--- src/hw/arch_pkg.sv ---
package arch_pkg;

    localparam int reg_num = 32;
    localparam int reg_addr_len = 5;

    typedef logic [reg_addr_len-1:0] reg_addr_t;

    // only alu and load write a destination
    typedef enum logic [2:0] {
        op_alu    = 3'd0,
        op_load   = 3'd1,
        op_store  = 3'd2,
        op_branch = 3'd3,
        op_nop    = 3'd4
    } opcode_e;

    // decoded instruction as it leaves decode
    typedef struct packed {
        opcode_e   opcode;
        reg_addr_t dest;
        reg_addr_t src1;
        reg_addr_t src2;
    } arch_instr_t;

endpackage

--- src/hw/rename_pkg.sv ---
package rename_pkg;

    localparam int rob_size = 16;
    localparam int rob_tag_len = 4;

    typedef logic [rob_tag_len-1:0] rob_tag_t;

    // all ones marks an entry that is not renamed
    localparam rob_tag_t no_tag = {rob_tag_len{1'b1}};

    typedef struct packed {
        rob_tag_t rob_tag;
        logic     ready_in_rob;
    } map_entry_t;

    typedef enum logic [1:0] {
        stat_arch    = 2'b00, // value in register file
        stat_pending = 2'b10, // waiting on rob tag
        stat_ready   = 2'b11  // value sits in rob
    } data_stat_e;

    typedef struct packed {
        data_stat_e         data_stat;
        arch_pkg::reg_addr_t reg_addr;
        rob_tag_t           rob_tag;
    } src_info_t;

    typedef struct packed {
        src_info_t           src1;
        src_info_t           src2;
        arch_pkg::reg_addr_t dest;
        rob_tag_t            rob_tag;
        logic                writes_dest;
    } renamed_t;

    // shared by cdb and retire
    typedef struct packed {
        arch_pkg::reg_addr_t reg_addr;
        rob_tag_t            rob_tag;
    } tag_msg_t;

endpackage

--- src/hw/map_table.sv ---
`timescale 1ns/1ps

module map_table (
    input  logic                   clk,
    input  logic                   reset,
    input  arch_pkg::arch_instr_t  instr,
    input  logic                   assign_en,
    input  rename_pkg::rob_tag_t   assign_tag,
    input  logic                   cdb_valid,
    input  rename_pkg::tag_msg_t   cdb,
    input  logic                   retire_valid,
    input  rename_pkg::tag_msg_t   retire,
    input  logic                   clear_en,
    input  arch_pkg::reg_addr_t    clear_addr,
    output rename_pkg::renamed_t   renamed
);

    rename_pkg::map_entry_t table_q [arch_pkg::reg_num];
    rename_pkg::map_entry_t table_next [arch_pkg::reg_num];

    // classify one source against the current table
    function automatic rename_pkg::src_info_t lookup(input arch_pkg::reg_addr_t addr);
        rename_pkg::src_info_t info;
        rename_pkg::map_entry_t entry;
        entry = table_q[addr];
        info.reg_addr = addr;
        info.rob_tag = entry.rob_tag;
        if (entry.rob_tag == rename_pkg::no_tag) begin
            info.data_stat = rename_pkg::stat_arch;
        end else if (entry.ready_in_rob) begin
            info.data_stat = rename_pkg::stat_ready;
        end else begin
            info.data_stat = rename_pkg::stat_pending;
        end
        return info;
    endfunction

    always_ff @(posedge clk) begin
        if (reset) begin
            for (int i = 0; i < arch_pkg::reg_num; i++) begin
                table_q[i].rob_tag <= rename_pkg::no_tag;
                table_q[i].ready_in_rob <= 1'b0;
            end
        end else begin
            table_q <= table_next;
        end
    end

    // later updates override earlier ones
    always_comb begin
        table_next = table_q;

        if (retire_valid) begin
            if (table_q[retire.reg_addr].rob_tag == retire.rob_tag) begin
                table_next[retire.reg_addr].rob_tag = rename_pkg::no_tag;
                table_next[retire.reg_addr].ready_in_rob = 1'b0;
            end
        end

        if (cdb_valid) begin
            if (table_q[cdb.reg_addr].rob_tag == cdb.rob_tag) begin
                table_next[cdb.reg_addr].ready_in_rob = 1'b1; // result broadcast
            end
        end

        if (assign_en) begin
            table_next[instr.dest].rob_tag = assign_tag;
            table_next[instr.dest].ready_in_rob = 1'b0;
        end

        if (clear_en) begin
            table_next[clear_addr].rob_tag = rename_pkg::no_tag; // flush walk
            table_next[clear_addr].ready_in_rob = 1'b0;
        end
    end

    always_comb begin
        renamed.src1 = lookup(instr.src1);
        renamed.src2 = lookup(instr.src2);
        renamed.dest = instr.dest;
        renamed.rob_tag = assign_tag;
        renamed.writes_dest = assign_en;
    end

endmodule

--- src/hw/rob_tag_ring.sv ---
`timescale 1ns/1ps

module rob_tag_ring (
    input  logic                 clk,
    input  logic                 reset,
    input  logic                 alloc,
    input  logic                 free,
    input  logic                 ring_clear,
    output rename_pkg::rob_tag_t next_tag,
    output logic                 full
);

    // no_tag is reserved, so one tag fewer than the rob holds
    localparam int usable_tags = rename_pkg::rob_size - 1;
    localparam rename_pkg::rob_tag_t last_tag = rename_pkg::rob_tag_t'(usable_tags - 1);
    localparam rename_pkg::rob_tag_t count_max = rename_pkg::rob_tag_t'(usable_tags);

    rename_pkg::rob_tag_t tail;  // next tag to hand out
    rename_pkg::rob_tag_t count;

    function automatic rename_pkg::rob_tag_t step(input rename_pkg::rob_tag_t ptr);
        if (ptr == last_tag) begin
            return '0;
        end
        return ptr + 1'b1;
    endfunction

    always_ff @(posedge clk) begin
        if (reset || ring_clear) begin
            tail <= '0;
            count <= '0;
        end else begin
            if (alloc) begin
                tail <= step(tail);
            end
            if (alloc && !free) begin
                count <= count + 1'b1;
            end else if (free && !alloc) begin
                count <= count - 1'b1;
            end
        end
    end

    assign next_tag = tail;
    assign full = (count == count_max);

endmodule

--- src/hw/rename_ctrl.sv ---
`timescale 1ns/1ps

module rename_ctrl (
    input  logic                  clk,
    input  logic                  reset,
    input  logic                  flush,
    input  logic                  disp_valid,
    input  arch_pkg::arch_instr_t disp_instr,
    input  logic                  full,
    output logic                  disp_ready,
    output logic                  alloc,
    output logic                  assign_en,
    output logic                  clear_en,
    output arch_pkg::reg_addr_t   clear_addr,
    output logic                  ring_clear
);

    typedef enum logic {
        st_run,
        st_flush
    } state_e;

    localparam arch_pkg::reg_addr_t last_reg = arch_pkg::reg_addr_t'(arch_pkg::reg_num - 1);

    state_e              state;
    arch_pkg::reg_addr_t walk_idx;
    logic                writes_dest;

    always_ff @(posedge clk) begin
        if (reset) begin
            state <= st_run;
            walk_idx <= '0;
        end else if (flush) begin
            state <= st_flush; // restart walk from r0
            walk_idx <= '0;
        end else if (state == st_flush) begin
            walk_idx <= walk_idx + 1'b1;
            if (walk_idx == last_reg) begin
                state <= st_run;
            end
        end
    end

    always_comb begin
        case (disp_instr.opcode)
            arch_pkg::op_alu,
            arch_pkg::op_load: writes_dest = 1'b1;
            default:           writes_dest = 1'b0;
        endcase
    end

    assign disp_ready = (state == st_run) && !full;
    assign alloc = disp_valid && disp_ready;       // store and branch take a tag too
    assign assign_en = alloc && writes_dest;

    assign clear_en = (state == st_flush);
    assign clear_addr = walk_idx;
    assign ring_clear = flush; // ring empties on the flush edge

endmodule

--- src/hw/rename_stage.sv ---
`timescale 1ns/1ps

module rename_stage (
    input  logic                  clk,
    input  logic                  reset,
    input  logic                  flush,
    input  logic                  disp_valid,
    input  arch_pkg::arch_instr_t disp_instr,
    output logic                  disp_ready,
    output logic                  renamed_valid,
    output rename_pkg::renamed_t  renamed,
    input  logic                  cdb_valid,
    input  rename_pkg::tag_msg_t  cdb,
    input  logic                  retire_valid,
    input  rename_pkg::tag_msg_t  retire
);

    rename_pkg::rob_tag_t next_tag;
    logic                 full;
    logic                 alloc;
    logic                 assign_en;
    logic                 clear_en;
    arch_pkg::reg_addr_t  clear_addr;
    logic                 ring_clear;
    logic                 upd_en;
    logic                 cdb_en;
    logic                 retire_en;

    // ready low without full means the flush walk is running
    assign upd_en = disp_ready || full;
    assign cdb_en = cdb_valid && upd_en;
    assign retire_en = retire_valid && upd_en;
    assign renamed_valid = alloc;

    rename_ctrl ctrl_i (
        .clk        (clk),
        .reset      (reset),
        .flush      (flush),
        .disp_valid (disp_valid),
        .disp_instr (disp_instr),
        .full       (full),
        .disp_ready (disp_ready),
        .alloc      (alloc),
        .assign_en  (assign_en),
        .clear_en   (clear_en),
        .clear_addr (clear_addr),
        .ring_clear (ring_clear)
    );

    rob_tag_ring ring_i (
        .clk        (clk),
        .reset      (reset),
        .alloc      (alloc),
        .free       (retire_en),
        .ring_clear (ring_clear),
        .next_tag   (next_tag),
        .full       (full)
    );

    map_table map_i (
        .clk          (clk),
        .reset        (reset),
        .instr        (disp_instr),
        .assign_en    (assign_en),
        .assign_tag   (next_tag),
        .cdb_valid    (cdb_en),
        .cdb          (cdb),
        .retire_valid (retire_en),
        .retire       (retire),
        .clear_en     (clear_en),
        .clear_addr   (clear_addr),
        .renamed      (renamed)
    );

endmodule

--- config.mk ---
export PLATFORM = sky130hd
export DESIGN_NAME = rename_stage
export DESIGN_NICKNAME = d
export VERILOG_FILES = /design/src/hw/arch_pkg.sv /design/src/hw/rename_pkg.sv /design/src/hw/map_table.sv /design/src/hw/rob_tag_ring.sv /design/src/hw/rename_ctrl.sv /design/src/hw/rename_stage.sv
export SDC_FILE = /design/constraint.sdc
export NUM_CORES = 1
export LEC_CHECK = 0
export ABC_AREA = 1
export BUFFER_PORTS_ARGS = -buffer_cell sky130_fd_sc_hd__buf_4
export CORE_MARGIN = 3
export CORE_UTILIZATION = 50
export CTS_BUF_LIST = sky130_fd_sc_hd__clkbuf_8
export CTS_CLUSTER_SIZE = 40
export DETAILED_ROUTE_END_ITERATION = 7
export PLACE_DENSITY = 0.67
export SLEW_MARGIN = 20
export SYNTH_ARGS = -nofsm -noshare
export SYNTH_HDL_FRONTEND = slang
export SYNTH_SLANG_ARGS = --single-unit
--- constraint.sdc ---
create_clock -name clk -period 6.9 [get_ports clk]
set_input_delay 1.38 -clock clk [delete_from_list [all_inputs] [get_ports clk]]
set_output_delay 1.38 -clock clk [all_outputs]
set_load 0.02 [all_outputs]
# --- Word level (Yosys, flattened, before mapping) ---
# Cells that the tools add are included.
classes:
  add_sub_neg: 4
  order_cmp: 10
  n_eq_ne: 8
  mux: 54
  bitwise_logic: 7
  reduce_logical: 20
ops:
  columns: ["operator", "n"]
  rows:
  - ["bitwise mux 160 bit", 7]
  - ["two-way mux 160 bit", 6]
  - ["demux 5 bit (select 5 bit)", 7]
  - ["binary-select mux 5 bit (select 5 bit)", 4]
  - ["two-way mux 5 bit", 11]
  - ["greater-or-equal comparator 6 bit, second input constant", 6]
  - ["NOT 5 -> 6 bit", 6]
  - ["< comparator 6 x 1 -> 1 bit, second input constant", 4]
  - ["equality test 4 bit, second input constant", 4]
  - ["two-way mux 4 bit", 4]
  - ["two-way mux 1 bit", 13]
  - ["logical AND 1 bit", 11]
  - ["adder 4 x 1 -> 4 bit, second input constant", 2]
  - ["equality test 4 bit", 2]
  - ["adder 5 x 1 -> 5 bit, second input constant", 1]
  - ["equality test 5 bit, second input constant", 1]
  - ["two-way mux 2 bit", 2]
  - ["OR reduction 2 bit", 2]
  - ["subtractor 4 x 1 -> 4 bit, second input constant", 1]
  - ["equality test 3 x 1 -> 1 bit, second input constant", 1]
  - ["logical NOT 1 bit", 3]
  - ["logical NOT 3 bit", 1]
  - ["logical OR 1 bit", 2]
  - ["nonzero test 2 bit", 1]
  - ["NOT 1 bit", 1]
word_totals:
  ff_bits: 174
  out_inout_bits: 34

# --- Longest topological paths before layout ---
depth:
  ltp_word: 18
  ltp_mapped: 18

# --- Modules after synthesis ---
# A second synthesis with hierarchy kept.
unflattened:
  cells_unflattened: 2569
  hier_area_um2: 14435.1
modules_own_cells:
  columns: ["module", "n_inst", "cells_per_inst", "area_per_inst_um2"]
  rows:
  - ["map_table", 1, 2462, 13653.1]
  - ["rob_tag_ring", 1, 63, 446.7]
  - ["rename_ctrl", 1, 39, 314.1]
  - ["rename_stage", 1, 5, 21.3]

# --- Worst setup path after synthesis ---
# OpenSTA, ideal clock, no wires.
synth_timing:
  kind: "input to output"
  start: "input disp_instr[5] in the netlist's numbering"
  end: "output renamed[31] in the netlist's numbering"
  required_ns: 5.520
  path_stages: 10
  slack_ns: 2.301
  path_buffers: 3
  arrival_ns: 3.219
  cell_sequence: "clkbuf_1 > clkbuf_1 > clkbuf_1 > nor2_1 > o211ai_1 > nand3_1 > a21oi_1 > nand2_1 > nor2_1 > inv_1"
synth_lines:
  columns: ["element", "line_no", "text"]
  rows:
  - ["from (decl)", "rename_stage.sv:8", "input arch_pkg::arch_instr_t disp_instr,"]
  - ["to (decl)", "rename_stage.sv:11", "output rename_pkg::renamed_t renamed,"]

==> impl_results.md <==
- Status: finished, final reports clean
- Die height: ~180 µm
- Critical path class: primary input to output port
- Worst EP arrival: 4.39 ns
- CP peak stage delay: roughly 0.7 ns
- Post-route cell area: around 15,000 µm²
- Final setup fails: 0
- Worst r2r dst: ring_i.count[3]$_SDFFE_PP0P_
- Core box area: 28,200 µm²
- Max Slew Vio Count: 0
- Cts repair resizes: 0
- Final GP Congestion: between 1 and 1.5
- Iteration-0 DRC Markers: between 2,000 and 3,000
- Via density: about 6.1
- RR Startpoint: ring_i.count[0]$_SDFFE_PP0P_
- Commonest non-fill, non-tap cell in the layout: nand2_1
- Leak Pwr: ~0.0074 µW
- Dpl hpwl: roughly 45,000 µm
- Seq cells post-synth: around 170
- First-pass GRT wire length: approximately 98,000 µm
- Post-synth EDFFs: 0
- Tmin final: 5.77 ns
- CTS tree: built
- DRT Pass-1 Iters: 8
- Setup Skew: approximately 0.026 ns
- Slew HR: roughly 20%
- Most frequent cells in the layout: nand2_1 (1,131), nor2_1 (342), o21ai_0 (243)
- Reg clk slew, reported paths: 0.10 ns
- Placed inst area: 15,100 µm²
- CTS Hold Buffers Added: 0
- Pwr Density: between 150 and 200 nW/µm²
- Top Ports: 76
- Synthesized netlist cell count: between 2,000 and 3,000
- Peak VDD IR: between 0.1 and 0.15 mV
- Avg WL per Cell: approximately 22 µm
- Die area: approximately 31,000 µm²
- FF-to-FF path depth: 16
- CP Cell Sequence: buf_4 > clkinv_1 > a21oi_1 > o21ai_0 > o211ai_1 > nand3_1 > nand2_1 > nor2_1 > a21oi_1 > nand2_1 > nor2_1 > inv_1 > buf_4
- # Post-CTS Setup Buffers: 0
- Site Rows: 61
- Bufs and invs on worst path: 4
- Ratio of final minimum period to clock period: between 80% and 90%
- CP Capture Type: output port
- Synthesized net count: 2,683
- Register area share after synthesis: approximately a quarter
- Worst setup startpoint: disp_instr[6]
- Congestion Overflow GR: 0
- Max Freq: roughly 170 MHz
- Syn Area/Cell: 5.51 µm²
- Num CTS Buffers: 17
- Initial antenna violation count: 1
- CP required: 5.52 ns
- CP max stage cell: clkinv_1
- CP Depth: 13
- Yosys warning total: 0
- Port bufs: 74
- Nets@finish: between 2,000 and 3,000
- Setup TNS Final: 0 ns
- Die Wd: 176 µm
- Largest net degree at the start of global routing: between 80 and 90
- Top cell family by delay on the critical path: buffers and inverters
- Clock Tree Buf Depth: 2
- Worst-Skew Late Latency: between 0.5 and 0.6 ns
- Ys async rst share: 0%
- Max Cap Violations: 0
- Drt total wl: 66,200 µm
- Final hold vios: 0
- R2R Setup Slk: ~3.5 ns
- RSZ-0062 raised after global routing: no
- H-tree depth: 4
- Synth Flop Type: dfxtp_1
- CP Launch Type: primary input
- Effective utilization at floorplan: between 50% and 60%
- All-Layer GR Usage: 41.7%
- Crit path capture: renamed[31]
- TritonCTS Sinks: roughly 170
- Layout area overhead: 6.43%
- Worst-path maximum fanout: 19
- Worst hold path class: flop to flop
- Share of layout cells above drive strength 1: 7.10%
- CTS root buf: clkbuf_8
- Least-Margin Pin Slew: roughly 1.2 ns
- Antenna Diode Count: 0
- Vias: between 15,000 and 20,000
- Synth Cell Area: about 15,000 µm²
- Distinct cells, synth: 35
- Vias in the first global route: around 16,000
- DR DRC count: 0
- Antenna Violating Nets Remaining: 0
==> where the power goes <==
part	internal (µW)	switching [µW]	leakage, µW
registers	1010	7.38	0.00141
clock network	277	453	0.000191
logic	169	490	0.00585
==> how the worst min path moves through the flow <==
stage / start / end / slack, ns / cells past startpoint
floorplan: map_i.table_q[155]$_SDFF_PP0_ / map_i.table_q[155]$_SDFF_PP0_ / 0.44 / 2
global placement: map_i.table_q[155]$_SDFF_PP0_ / map_i.table_q[155]$_SDFF_PP0_ / 0.45 / 2
detailed placement: map_i.table_q[15]$_SDFF_PP0_ / map_i.table_q[15]$_SDFF_PP0_ / 0.45 / 2
CTS: map_i.table_q[35]$_SDFF_PP0_ / map_i.table_q[35]$_SDFF_PP0_ / 0.47 / 2
global route: map_i.table_q[85]$_SDFF_PP0_ / map_i.table_q[85]$_SDFF_PP0_ / 0.50 / 2
finish: map_i.table_q[15]$_SDFF_PP0_ / map_i.table_q[15]$_SDFF_PP0_ / 0.47 / 2
==> flip-flops by register name, summed over array words and instances, names as in the netlist <==
| register | flops |
|---|---|
| ctrl_i.clear_addr | 5 |
| ring_i.next_tag | 4 |
| map_i.table_q | 160 |
| ring_i.count | 4 |
| ctrl_i.clear_en | 1 |
==> layer usage <==
metal | track usage (%) | share of wire, % | vias to the layer above
met3 | 10.9 | 14 | 327
met2 | 61.9 | 41 | 1333
li1 | - | - | 8413
met4 | 24.2 | 6.6 | 2
met1 | 54.5 | 38 | 8171
met5 | 0 | 0.020 | -
==> area by class of cell <==
cell class / instances / area [µm²]
Tap cell: 378 / 473
Sequential cell: 174 / 3480
Fill cell: 3007 / 12700
Multi-Input combinational cell: 2157 / 9690
Clock inverter: 13 / 106
Inverter: 151 / 567
Clock buffer: 19 / 262
Timing Repair Buffer: 107 / 866
==> per-stage QoR <==
stage | std cells | util, % | total power [µW] | hold slack, ns | setup WS (ns)
2_1_floorplan | 2632 | - | 1450 | 0.438 | 2.30
3_3_place_gp | 2967 | 53.5 | 1660 | 0.447 | 1.40
3_5_place_dp | 2967 | 53.5 | 1670 | 0.451 | 1.38
4_1_cts | 2999 | 54.8 | 2380 | 0.467 | 1.38
5_1_grt | 2999 | 54.8 | 2480 | 0.497 | 1.09
6_report | 2999 | 54.8 | 2410 | 0.467 | 1.13
==> worst register-to-register path, stage by stage, from the launching register on <==
cell	delay, ns
dfxtp_1	0.37
inv_1	0.08
nor4_1	0.55
nor2_1	0.11
nor2_1	0.60
inv_1	0.15
ha_1	0.26
inv_1	0.12
ha_1	0.27
nand2_1	0.08
nor2_1	0.04
a211oi_1	0.23
nor2_1	0.07
nor2_1	0.09
nand2_1	0.07
o21ai_0	0.14
a21oi_1	0.06
==> Yosys cell counts, types with 3 or more instances <==
| cell type | instances | area, µm² |
|---|---|---|
| nor2_1 | 344 | 1290 |
| buf_6 | 12 | 135 |
| a211oi_1 | 7 | 52.6 |
| o221ai_1 | 8 | 70.1 |
| clkbuf_1 | 74 | 278 |
| nand4_1 | 38 | 238 |
| ha_1 | 8 | 100 |
| dfxtp_1 | 174 | 3480 |
| inv_1 | 140 | 526 |
| o22ai_1 | 4 | 25.0 |
| o21ai_0 | 243 | 1220 |
| nand2_1 | 1131 | 4250 |
| a221oi_1 | 3 | 26.3 |
| o31ai_1 | 8 | 60.1 |
| o21ai_1 | 13 | 65.1 |
| nand3_1 | 54 | 270 |
| a21oi_1 | 173 | 866 |
| clkinv_1 | 5 | 18.8 |
| a31oi_1 | 7 | 43.8 |
| buf_1 | 8 | 30.0 |
| buf_2 | 34 | 170 |
| nor3_1 | 32 | 160 |
| inv_2 | 6 | 22.5 |
| nand3_4 | 30 | 526 |
| buf_4 | 22 | 165 |
| o211ai_1 | 43 | 323 |
==> cells by family after synthesis <==
logic type | count (synthesis) | synth area share [%]
simple gates | 1636 | 46.8
compound gates | 511 | 19.1
buf+inv | 301 | 9.27
flops | 174 | 24.0
fa+ha+maj | 9 | 0.828
xor+xnor | 1 | 0.0604
(Power assumes the default switching activity.)
